--- config.mk ---
export PLATFORM = sky130hd
export DESIGN_NAME = bundle_pipeline
export DESIGN_NICKNAME = d
export VERILOG_FILES = /design/src/pipeline_pkg.sv /design/src/bundle_register.sv /design/src/pipeline_control.sv /design/src/writeback_register.sv /design/src/bundle_pipeline.sv
export SDC_FILE = /design/constraint.sdc
export NUM_CORES = 1
export LEC_CHECK = 0
export ABC_AREA = 1
export BUFFER_PORTS_ARGS = -buffer_cell sky130_fd_sc_hd__buf_2
export CORE_ASPECT_RATIO = 1.75
export CORE_UTILIZATION = 45
export CTS_BUF_LIST = sky130_fd_sc_hd__clkbuf_8
export DETAILED_ROUTE_END_ITERATION = 16
export MAX_ROUTING_LAYER = met4
export PLACE_DENSITY_LB_ADDON = 0.05
export SLEW_MARGIN = 20
export SYNTH_ARGS = -nofsm -noshare
export SYNTH_HDL_FRONTEND = slang
export SYNTH_SLANG_ARGS = --single-unit
--- constraint.sdc ---
create_clock -name clock -period 1.9 [get_ports clock]
set_clock_uncertainty 0.2 [all_clocks]
set_input_delay 0.285 -clock clock [delete_from_list [all_inputs] [get_ports clock]]
set_output_delay 0.285 -clock clock [all_outputs]
set_load 0.02 [all_outputs]
--- src/pipeline_pkg.sv ---
// lane count, widths, lane and branch record types, commit status codes
package pipeline_pkg;

	////////////////////////////////
	// sizes
	////////////////////////////////

	localparam int ways          = 3;  // lanes per bundle
	localparam int xlen          = 32; // data and address width
	localparam int reg_idx_width = 5;
	localparam int inst_bytes    = 4;  // pc step to the next instruction

	localparam logic [reg_idx_width-1:0] zero_reg = '0; // hardwired zero, never written

	////////////////////////////////
	// lane types
	////////////////////////////////

	typedef logic [1:0] way_t;        // lane index
	typedef logic [ways-1:0] way_mask_t; // one bit per lane
	typedef logic [1:0] rollback_t;   // trailing lanes to squash

	// one instruction as it rides down a lane
	// fetch/decode/alu results already folded in
	typedef struct packed {
		logic                     valid;
		logic [xlen-1:0]          pc;
		logic [reg_idx_width-1:0] dest;
		logic [xlen-1:0]          result;
		logic                     halt;    // wfi seen
		logic                     illegal; // bad encoding
	} slot_t;

	// resolved branch of a bundle, at most one per bundle
	typedef struct packed {
		logic            take;
		logic [xlen-1:0] target;
		way_t            way; // lane holding the branch
	} branch_t;

	////////////////////////////////
	// commit status
	////////////////////////////////

	typedef enum logic [1:0] {
		no_error      = 2'd0,
		halted_on_wfi = 2'd1,
		illegal_inst  = 2'd2
	} exception_t;

endpackage

--- src/bundle_register.sv ---
// stage register of n lanes with a per-lane clear, payload type as a parameter
`timescale 1ns/1ps

module bundle_register #(
	parameter type payload_t = logic,
	parameter int  lanes     = 1
) (
	input  logic             clock,
	input  payload_t         d [lanes],
	input  logic [lanes-1:0] kill, // lane loads zero when set
	output payload_t         q [lanes]
);

	// no enable, the pipe moves every cycle
	always_ff @(posedge clock) begin
		for (int i = 0; i < lanes; i++) begin
			if (kill[i]) begin
				q[i] <= '0; // zero payload reads as an invalid lane
			end else begin
				q[i] <= d[i];
			end
		end
	end

	// a cleared lane must come out empty one cycle later
	for (genvar i = 0; i < lanes; i++) begin : g_kill_check
		assert property (@(posedge clock) kill[i] |=> (q[i] == '0))
			else $error("lane %0d not cleared after kill", i);
	end

endmodule

--- src/pipeline_control.sv ---
// lane kill masks for rollback, branch flush and reset, plus commit count and status
`timescale 1ns/1ps

module pipeline_control (
	input  logic                   clock,
	input  logic                   reset,
	input  pipeline_pkg::rollback_t in_rollback,
	input  pipeline_pkg::branch_t   execute_branch,
	input  logic                   commit_valid [pipeline_pkg::ways],
	input  logic                   commit_halt [pipeline_pkg::ways],
	input  logic                   commit_illegal [pipeline_pkg::ways],
	output pipeline_pkg::way_mask_t issue_kill,
	output pipeline_pkg::way_mask_t execute_kill,
	output pipeline_pkg::way_mask_t writeback_keep,
	output logic [1:0]             completed_insts,
	output pipeline_pkg::exception_t error_status
);

	import pipeline_pkg::*;

	logic flush;       // taken branch sitting in execute
	logic any_halt;    // valid lanes only
	logic any_illegal;

	assign flush = execute_branch.take;

	////////////////////////////////
	// kill and keep masks
	////////////////////////////////

	always_comb begin
		for (int i = 0; i < ways; i++) begin
			// rollback n drops the last n lanes
			issue_kill[i] = !reset || flush || (i >= ways - int'(in_rollback));
			execute_kill[i] = !reset || flush; // younger bundle in issue dies
			// branching bundle keeps lanes up to the branch
			writeback_keep[i] = reset && (!flush || (i <= int'(execute_branch.way)));
		end
	end

	////////////////////////////////
	// commit count and status
	////////////////////////////////

	always_comb begin
		completed_insts = '0;
		any_halt = 1'b0;
		any_illegal = 1'b0;
		for (int i = 0; i < ways; i++) begin
			completed_insts = completed_insts + 2'(commit_valid[i]);
			any_halt = any_halt | (commit_valid[i] & commit_halt[i]);
			any_illegal = any_illegal | (commit_valid[i] & commit_illegal[i]);
		end
	end

	// illegal wins over halt
	assign error_status = any_illegal ? illegal_inst :
	                      any_halt    ? halted_on_wfi :
	                                    no_error;

	// branch way must name a real lane whenever it flushes
	assert property (@(posedge clock) disable iff (!reset)
		flush |-> (execute_branch.way <= way_t'(ways - 1)))
		else $error("flush with branch way %0d", execute_branch.way);

	// keep mask is a run of ones from lane 0
	assert property (@(posedge clock)
		((writeback_keep & (writeback_keep + 1'b1)) == '0))
		else $error("keep mask not contiguous: %b", writeback_keep);

endmodule

--- src/writeback_register.sv ---
// writeback stage register with branch lane truncation and register write commit
`timescale 1ns/1ps

module writeback_register (
	input  logic                   clock,
	input  pipeline_pkg::slot_t     execute_slots [pipeline_pkg::ways],
	input  pipeline_pkg::way_mask_t writeback_keep,
	output logic                   commit_valid [pipeline_pkg::ways],
	output logic                   commit_halt [pipeline_pkg::ways],
	output logic                   commit_illegal [pipeline_pkg::ways],
	output logic                   commit_wr_en [pipeline_pkg::ways],
	output logic [pipeline_pkg::reg_idx_width-1:0] commit_wr_idx [pipeline_pkg::ways],
	output logic [pipeline_pkg::xlen-1:0] commit_wr_data [pipeline_pkg::ways],
	output logic [pipeline_pkg::xlen-1:0] commit_npc [pipeline_pkg::ways]
);

	import pipeline_pkg::*;

	slot_t wb_slot [ways];

	// lanes past the branch come in cleared
	always_ff @(posedge clock) begin
		for (int i = 0; i < ways; i++) begin
			if (writeback_keep[i]) begin
				wb_slot[i] <= execute_slots[i];
			end else begin
				wb_slot[i] <= '0;
			end
		end
	end

	////////////////////////////////
	// commit side
	////////////////////////////////

	always_comb begin
		for (int i = 0; i < ways; i++) begin
			commit_valid[i]   = wb_slot[i].valid;
			commit_halt[i]    = wb_slot[i].halt;
			commit_illegal[i] = wb_slot[i].illegal;
			// r0 stays zero
			commit_wr_en[i]   = wb_slot[i].valid && (wb_slot[i].dest != zero_reg);
			commit_wr_idx[i]  = wb_slot[i].dest;
			commit_wr_data[i] = wb_slot[i].result;
			commit_npc[i]     = wb_slot[i].pc + xlen'(inst_bytes); // sequential next pc
		end
	end

	for (genvar i = 0; i < ways; i++) begin : g_wr_check
		assert property (@(posedge clock) commit_wr_en[i] |-> commit_valid[i])
			else $error("write enable on empty lane %0d", i);
	end

endmodule

--- src/bundle_pipeline.sv ---
// three-lane pipeline top: input bundle packing, issue, execute and writeback stages
`timescale 1ns/1ps

module bundle_pipeline (
	input  logic                   clock,
	input  logic                   reset, // sync, active low
	// input bundle, one entry per lane
	input  logic                   in_valid [pipeline_pkg::ways],
	input  logic [pipeline_pkg::xlen-1:0] in_pc [pipeline_pkg::ways],
	input  logic [pipeline_pkg::reg_idx_width-1:0] in_dest [pipeline_pkg::ways],
	input  logic [pipeline_pkg::xlen-1:0] in_result [pipeline_pkg::ways],
	input  logic                   in_halt [pipeline_pkg::ways],
	input  logic                   in_illegal [pipeline_pkg::ways],
	// per-bundle fields
	input  pipeline_pkg::rollback_t in_rollback,
	input  logic                   in_take_branch,
	input  logic [pipeline_pkg::xlen-1:0] in_branch_target,
	input  pipeline_pkg::way_t      in_branch_way,
	// commit
	output logic                   commit_wr_en [pipeline_pkg::ways],
	output logic [pipeline_pkg::reg_idx_width-1:0] commit_wr_idx [pipeline_pkg::ways],
	output logic [pipeline_pkg::xlen-1:0] commit_wr_data [pipeline_pkg::ways],
	output logic [pipeline_pkg::xlen-1:0] commit_npc [pipeline_pkg::ways],
	output logic [1:0]             completed_insts,
	output pipeline_pkg::exception_t error_status
);

	import pipeline_pkg::*;

	slot_t     in_slot [ways];
	branch_t   in_branch [1];
	slot_t     issue_slot_q [ways];
	branch_t   issue_branch_q [1];
	slot_t     execute_slot_q [ways];
	branch_t   execute_branch_q [1];

	way_mask_t issue_kill;
	way_mask_t execute_kill;
	way_mask_t writeback_keep;

	logic      commit_valid [ways];
	logic      commit_halt [ways];
	logic      commit_illegal [ways];

	////////////////////////////////
	// input packing
	////////////////////////////////

	always_comb begin
		for (int i = 0; i < ways; i++) begin
			in_slot[i] = '{valid: in_valid[i], pc: in_pc[i], dest: in_dest[i],
			               result: in_result[i], halt: in_halt[i], illegal: in_illegal[i]};
		end
		in_branch[0] = '{take: in_take_branch, target: in_branch_target, way: in_branch_way};
	end

	pipeline_control control (
		.clock           (clock),
		.reset           (reset),
		.in_rollback     (in_rollback),
		.execute_branch  (execute_branch_q[0]),
		.commit_valid    (commit_valid),
		.commit_halt     (commit_halt),
		.commit_illegal  (commit_illegal),
		.issue_kill      (issue_kill),
		.execute_kill    (execute_kill),
		.writeback_keep  (writeback_keep),
		.completed_insts (completed_insts),
		.error_status    (error_status)
	);

	////////////////////////////////
	// issue and execute stages
	////////////////////////////////

	bundle_register #(.payload_t(slot_t), .lanes(ways)) issue_slots (
		.clock (clock),
		.d     (in_slot),
		.kill  (issue_kill),
		.q     (issue_slot_q)
	);

	// branch record dies only with the whole bundle
	bundle_register #(.payload_t(branch_t), .lanes(1)) issue_branch (
		.clock (clock),
		.d     (in_branch),
		.kill  (issue_kill[0]),
		.q     (issue_branch_q)
	);

	bundle_register #(.payload_t(slot_t), .lanes(ways)) execute_slots (
		.clock (clock),
		.d     (issue_slot_q),
		.kill  (execute_kill),
		.q     (execute_slot_q)
	);

	bundle_register #(.payload_t(branch_t), .lanes(1)) execute_branch (
		.clock (clock),
		.d     (issue_branch_q),
		.kill  (execute_kill[0]),
		.q     (execute_branch_q)
	);

	// writeback, commit ports are combinational from here
	writeback_register writeback (
		.clock          (clock),
		.execute_slots  (execute_slot_q),
		.writeback_keep (writeback_keep),
		.commit_valid   (commit_valid),
		.commit_halt    (commit_halt),
		.commit_illegal (commit_illegal),
		.commit_wr_en   (commit_wr_en),
		.commit_wr_idx  (commit_wr_idx),
		.commit_wr_data (commit_wr_data),
		.commit_npc     (commit_npc)
	);

endmodule

### Word-level counts from Yosys, hierarchy flattened

Memory sizes are Yosys's and may differ from the RTL's.
Cells that the tools add are included.

* word-level logic and storage cells: 95
* register bits: 438
* bits in writable memories: 216
* memories kept: 1

Memories
* writeback.wb_slot: words 3, width 72, rd ports 3, clocked after Yosys merged registers in 0, write ports 3, RTL line writeback_register.sv:19 `slot_t wb_slot [ways];`

* $add $sub $neg: 6
* reductions and logical operators: 16
* muxes and demuxes: 14
* bitwise logic cells: 13
* $lt $le $gt $ge: 5

Operators by type and width (number)
* $mux W72: 3
* $add A32 B3 Y32 const B: 3
* $ge A1 B32 Y1 const A: 1
* $ge A2 B32 Y1 const A: 1
* $ge A3 B32 Y1 const A: 1
* $reduce_bool A5 Y1: 3
* $mux W1: 10
* $or A1 B1 Y1: 7
* $and A1 B1 Y1: 6
* $logic_or A1 B1 Y1: 6
* $logic_and A1 B1 Y1: 5
* $sub A2 B2 Y3 const A: 1
* $add A1 B1 Y2: 1
* $add A2 B1 Y2: 1
* $le A1 B2 Y1 const A: 1
* $le A2 B2 Y1 const A: 1
* $logic_not A1 Y1: 2
* $mux W2: 1

### Longest topological paths before layout

* depth after elaboration: 6
* depth in mapped cells: 8
* mapped depth without buffers: 8

### Modules after synthesis

From an unflattened synthesis, not the netlist that was laid out.

* cells, all modules: 2919
* area total of the unflattened synthesis: 24135.6 µm²

By module, submodules not included
* bundle_register at execute_slots ...: cells an instance 672, seq. area each 4324.1 µm², instances 2, area an instance 6216.0 µm²
* writeback_register: cells an instance 1329, seq. area each 4324.1 µm², instances 1, area an instance 9527.9 µm²
* bundle_register at execute_branch ...: cells an instance 109, seq. area each 700.7 µm², instances 2, area an instance 1013.5 µm²
* pipeline_control: cells an instance 28, seq. area each 0.0 µm², instances 1, area an instance 148.9 µm²

### Least setup slack after synthesis

Ideal clock, no wire load.

* path kind: flip-flop to output port
* from: memory writeback.wb_slot[0][41] in the netlist's numbering
* to: output port commit_npc[82] in the netlist's numbering
* data required time: 1.415 ns
* stages on the path, launching flop included: 7
* buffers on the path: 0
* arrival time: 1.432 ns
* path slack: -0.017 ns
* cells stage by stage: dfxtp_1 > ha_1 > nand2_1 > nor2_1 > nand2_1 > nor2_2 > xor2_1

RTL lines
* start, declared: RTL line writeback_register.sv:19
* end, declared: RTL line bundle_pipeline.sv:23 `output logic [pipeline_pkg::xlen-1:0] commit_npc [pipeline_pkg::ways],`

==> results.txt <==
* Buffer type at the clock tree root: sky130_fd_sc_hd__clkbuf_8
* Commonest cells after routing, fill and taps aside: sky130_fd_sc_hd__inv_1, sky130_fd_sc_hd__nor2_1, sky130_fd_sc_hd__dfxtp_1
- For this run, the share of the core covered by cells in the final layout is 0.6369.
- In this run, CTS created clock tree buffers numbering between 90 and 100.
* Data required time of the worst path: 1.41 ns
- STA classifies the critical path endpoint as an output port.
- Peak supply drop: approximately 0.62 mV
- Post-route standard cell area excluding fillers: roughly 0.030 sq mm
- Post-Syn Area: 0.02164 sq mm
* Largest net degree at the start of global routing: 74
- Mean instance size in the synthesized netlist: about 8 sq um
- The worst setup path is launched from a flip-flop.
* Leading cell type in the layout, fill and taps excluded: sky130_fd_sc_hd__inv_1
- Timing analysis after detailed placement gives a worst setup slack of -0.1428 ns.
- For this block, the via count after detailed routing is 16,930.
- Counting stages on the worst path, the most repeated cell is sky130_fd_sc_hd__nand2_2.
* Routed wirelength normalized by instance count: 13.21 um
- First-pass GRT wire length: 83,760 um
- In the routed design, unresolved DRC markers number 0.
* Maximum clock frequency: between 300 and 400 MHz
- Routability-driven placement finished with a final weighted congestion of 0.9265.
- Standard-cell row count: 106
- The signal on the critical path passes through buf_6, nand2_4, nor2_4, nand2_2, nor2_1, buf_4, nand2_2, nand2_2, nand2_2, buf_6.
- The die covers about 0.05 sq mm.
* Setup TNS after final layout: -41.06 ns
- In this run the tool buffered the top-level ports with approximately 440 buffer cells.
- TritonCTS built the clock tree.
- Via count of the first global-routing pass: 17,480
- At the worst endpoint, the arrival time is 2.07 ns.
* Y dimension of the die: between 200 and 300 um
* Depth of the CTS H-tree: 3
* Clock transition at the register clock pins on the worst setup and hold paths after CTS: 0.06 ns
* Synthesis-to-layout area growth: 40.14%
* Number of standard cells in the final layout excluding fillers: 4,043
- Wirelength, routed: roughly 53,000 um
- For this run, global-route usage on met3 was measured as 0.05530.
* Final worst path period share: 1.347
- The share of total power dissipated in the clock network is 0.422.
- Violated checks: setup timing
- In this design, the stage delay of the slowest critical-path cell is between 0.3 and 0.4 ns.
* Tightest Pin Transition: 0.4687 ns
* GRT overflow: 0
* Total core area: between 0.04 and 0.05 sq mm
- Part of the Yosys area used for sequential elements: 0.6050
- The internal portion of the total power is 21.43 mW.
- GR Layer Usage met1: 0.2154
- GRT met2 Usage: 0.3957
- The final hold violation count is 0.
- CTS saw 654 sinks.
* Max Transition Viols Final: 0
- Power per cell area: about 910 mW/mm^2
- The number of antenna violations at the first check in global routing is 5.
* Count of distinct cell types in the synthesized netlist: 20
- Crit path max fanout: 5
- Path type of the worst setup path: flip-flop to output port
- Status: finished, violations left
- The min-delay analysis places its worst path in the category input pin to flip-flop.
- Syn Nets: 2,951
* Global-route usage over all layers: 0.2233
- The analysis attributes to net switching a power of 6.304 mW.
- Relative slew slack: 0.6876
* Comb pwr share: 0.064
- Part of the total power dissipated in sequential elements: 0.515
- Once detail routing completed, the nets flagged for antenna violations numbered 0.
- Starting DRC count in detailed routing: 506
- Setup violations remaining at the end of the flow were counted as 91.
* Number of warnings issued by yosys: 0
- In the routed layout, each cell is associated on average with a via count of between 4 and 5.
* Final WS setup: -0.6586 ns
* Floorplan die width: 167.8 um
- Leak Pwr: 15.03 nW
- Of the cells placed in the final design, the portion with a size suffix greater than 1 is 0.2773.
- The pre-antenna-repair detailed-routing pass consisted of 4 iterations.
* Top Ports: roughly 470
- Cells after Synth: 2,692
- Counting flops and latches in the post-synthesis netlist gives 654.
- Proportion of total power due to net switching: 0.2273
- The global routing stage identified its most utilized layer as met2.
- Total of max-cap violations: 0
* Critical-path top delay cell: sky130_fd_sc_hd__dfxtp_2
- Min cycle time layout: 2.559 ns
- Unrepaired setup endpoints after global routing: yes
- The placed instances occupy a cell area of 0.02412 sq mm.
- Clock latency of the later-clocked register in the worst-skew pair: ~0.65 ns
* Number of placed instances, taps included: 3,606
- In this run the deepest clock path goes through 3 buffers.
* Starting density of the core: 0.4545
- Counting the fill cells in the layout gives 4,139.
* Total half-perimeter wirelength after legalization and detailed placement: ~36,000 um
* Final #Nets: roughly 3,600
-- routing by layer --
metal	routed length, um	up-vias
met3	3125	167
met4	3162	0
met1	19830	7569
met5	0	-
li1	-	8694
met2	27290	499
-- sequential cells by signal, indices dropped and copies added, names as in the netlist --
signal             flops
writeback.wb_slot    216
issue_branch.q         3
execute_slots.q      216
execute_branch.q       3
issue_slots.q        216
-- worst paths after layout --
| kind | from | to | slack (ns) | cells past startpoint |
|---|---|---|---|---|
| min | in_rollback[1] | issue_slots.q[112] | 0.07 | 5 |
| max reg2reg | execute_branch.q[34] | issue_slots.q[39] | 0.12 | 6 |
| max | writeback.wb_slot[2][42] | commit_npc[31] | -0.66 | 10 |
| min reg2reg | issue_slots.q[200] | execute_slots.q[200] | 0.18 | 2 |
-- what timing repair did --
action                     4_1_cts  5_1_grt
setup endpoints to repair       94       95
gates resized for setup        391      138
hold endpoints to repair       291        0
hold buffers                   221        0
setup buffers                   25       24
cloned                           0        0
pin swaps                       91       81
-- per-stage QoR --
stage	power [mW]	hold slack (ns)
6_report	27.73	0.07498
5_1_grt	28.92	0.08558
4_1_cts	28.11	0.05702
3_5_place_dp	15.92	0.1947
3_3_place_gp	15.89	0.1916
2_1_floorplan	15.33	0.1905
-- power groups by stage --
stage	clock (mW)	combinational (mW)	sequential [mW]
floorplan	0	0.791	14.5
global placement	0	1.31	14.6
detailed placement	0	1.33	14.6
CTS	12.1	1.77	14.3
global route	12.7	1.96	14.3
finish	11.7	1.77	14.3
-- worst max-delay path, delay by kind of cell, from the launching register on --
kind | cells | cell delay (ns)
AND/OR/NAND/NOR | 7 | 0.65
flip-flops | 1 | 0.36
buffers and inverters | 3 | 0.43
-- kinds of logic (layout without fill, tap and decap cells) --
family / Yosys count / count (layout) / share of synthesized area
AND/OR/NAND/NOR: 1086 / 1086 / 0.1952
buffers and inverters: 895 / 1647 / 0.1768
flip-flops: 654 / 654 / 0.6050
XOR/XNOR: 45 / 45 / 0.01821
AO/OA/AOI/OAI: 8 / 8 / 0.002082
adder cells (fa/ha/maj): 4 / 4 / 0.002660
other: 0 / 5 / 0
-- area by class of cell --
| type | instances | area, sq um | area share |
|---|---|---|---|
| diodes | 5 | 12.51 | 0.0004126 |
| repair buffers | 768 | 5968 | 0.1968 |
| inverters | 709 | 2669 | 0.08800 |
| clock inverters | 49 | 382.9 | 0.01262 |
| flip-flops and latches | 654 | 13240 | 0.4367 |
| well taps | 594 | 743.2 | 0.02451 |
| clock buffers | 121 | 1665 | 0.05491 |
| multi-input cells | 1143 | 5642 | 0.1860 |
-- Yosys cell counts (all sizes together) --
library cell | n | share of area
ha | 3 | 0.0017
clkbuf | 49 | 0.0085
xnor2 | 12 | 0.0049
and2 | 3 | 0.00087
xor2 | 33 | 0.013
fa | 1 | 0.00093
inv | 709 | 0.12
nand2 | 334 | 0.058
buf | 137 | 0.045
nand3b | 23 | 0.0080
nand3 | 18 | 0.0042
dfxtp | 654 | 0.60
a31oi | 1 | 0.00029
o21ai | 4 | 0.00093
nor2 | 708 | 0.12
a21oi | 3 | 0.00087
No activity file was read; power rests on OpenSTA's default activity.
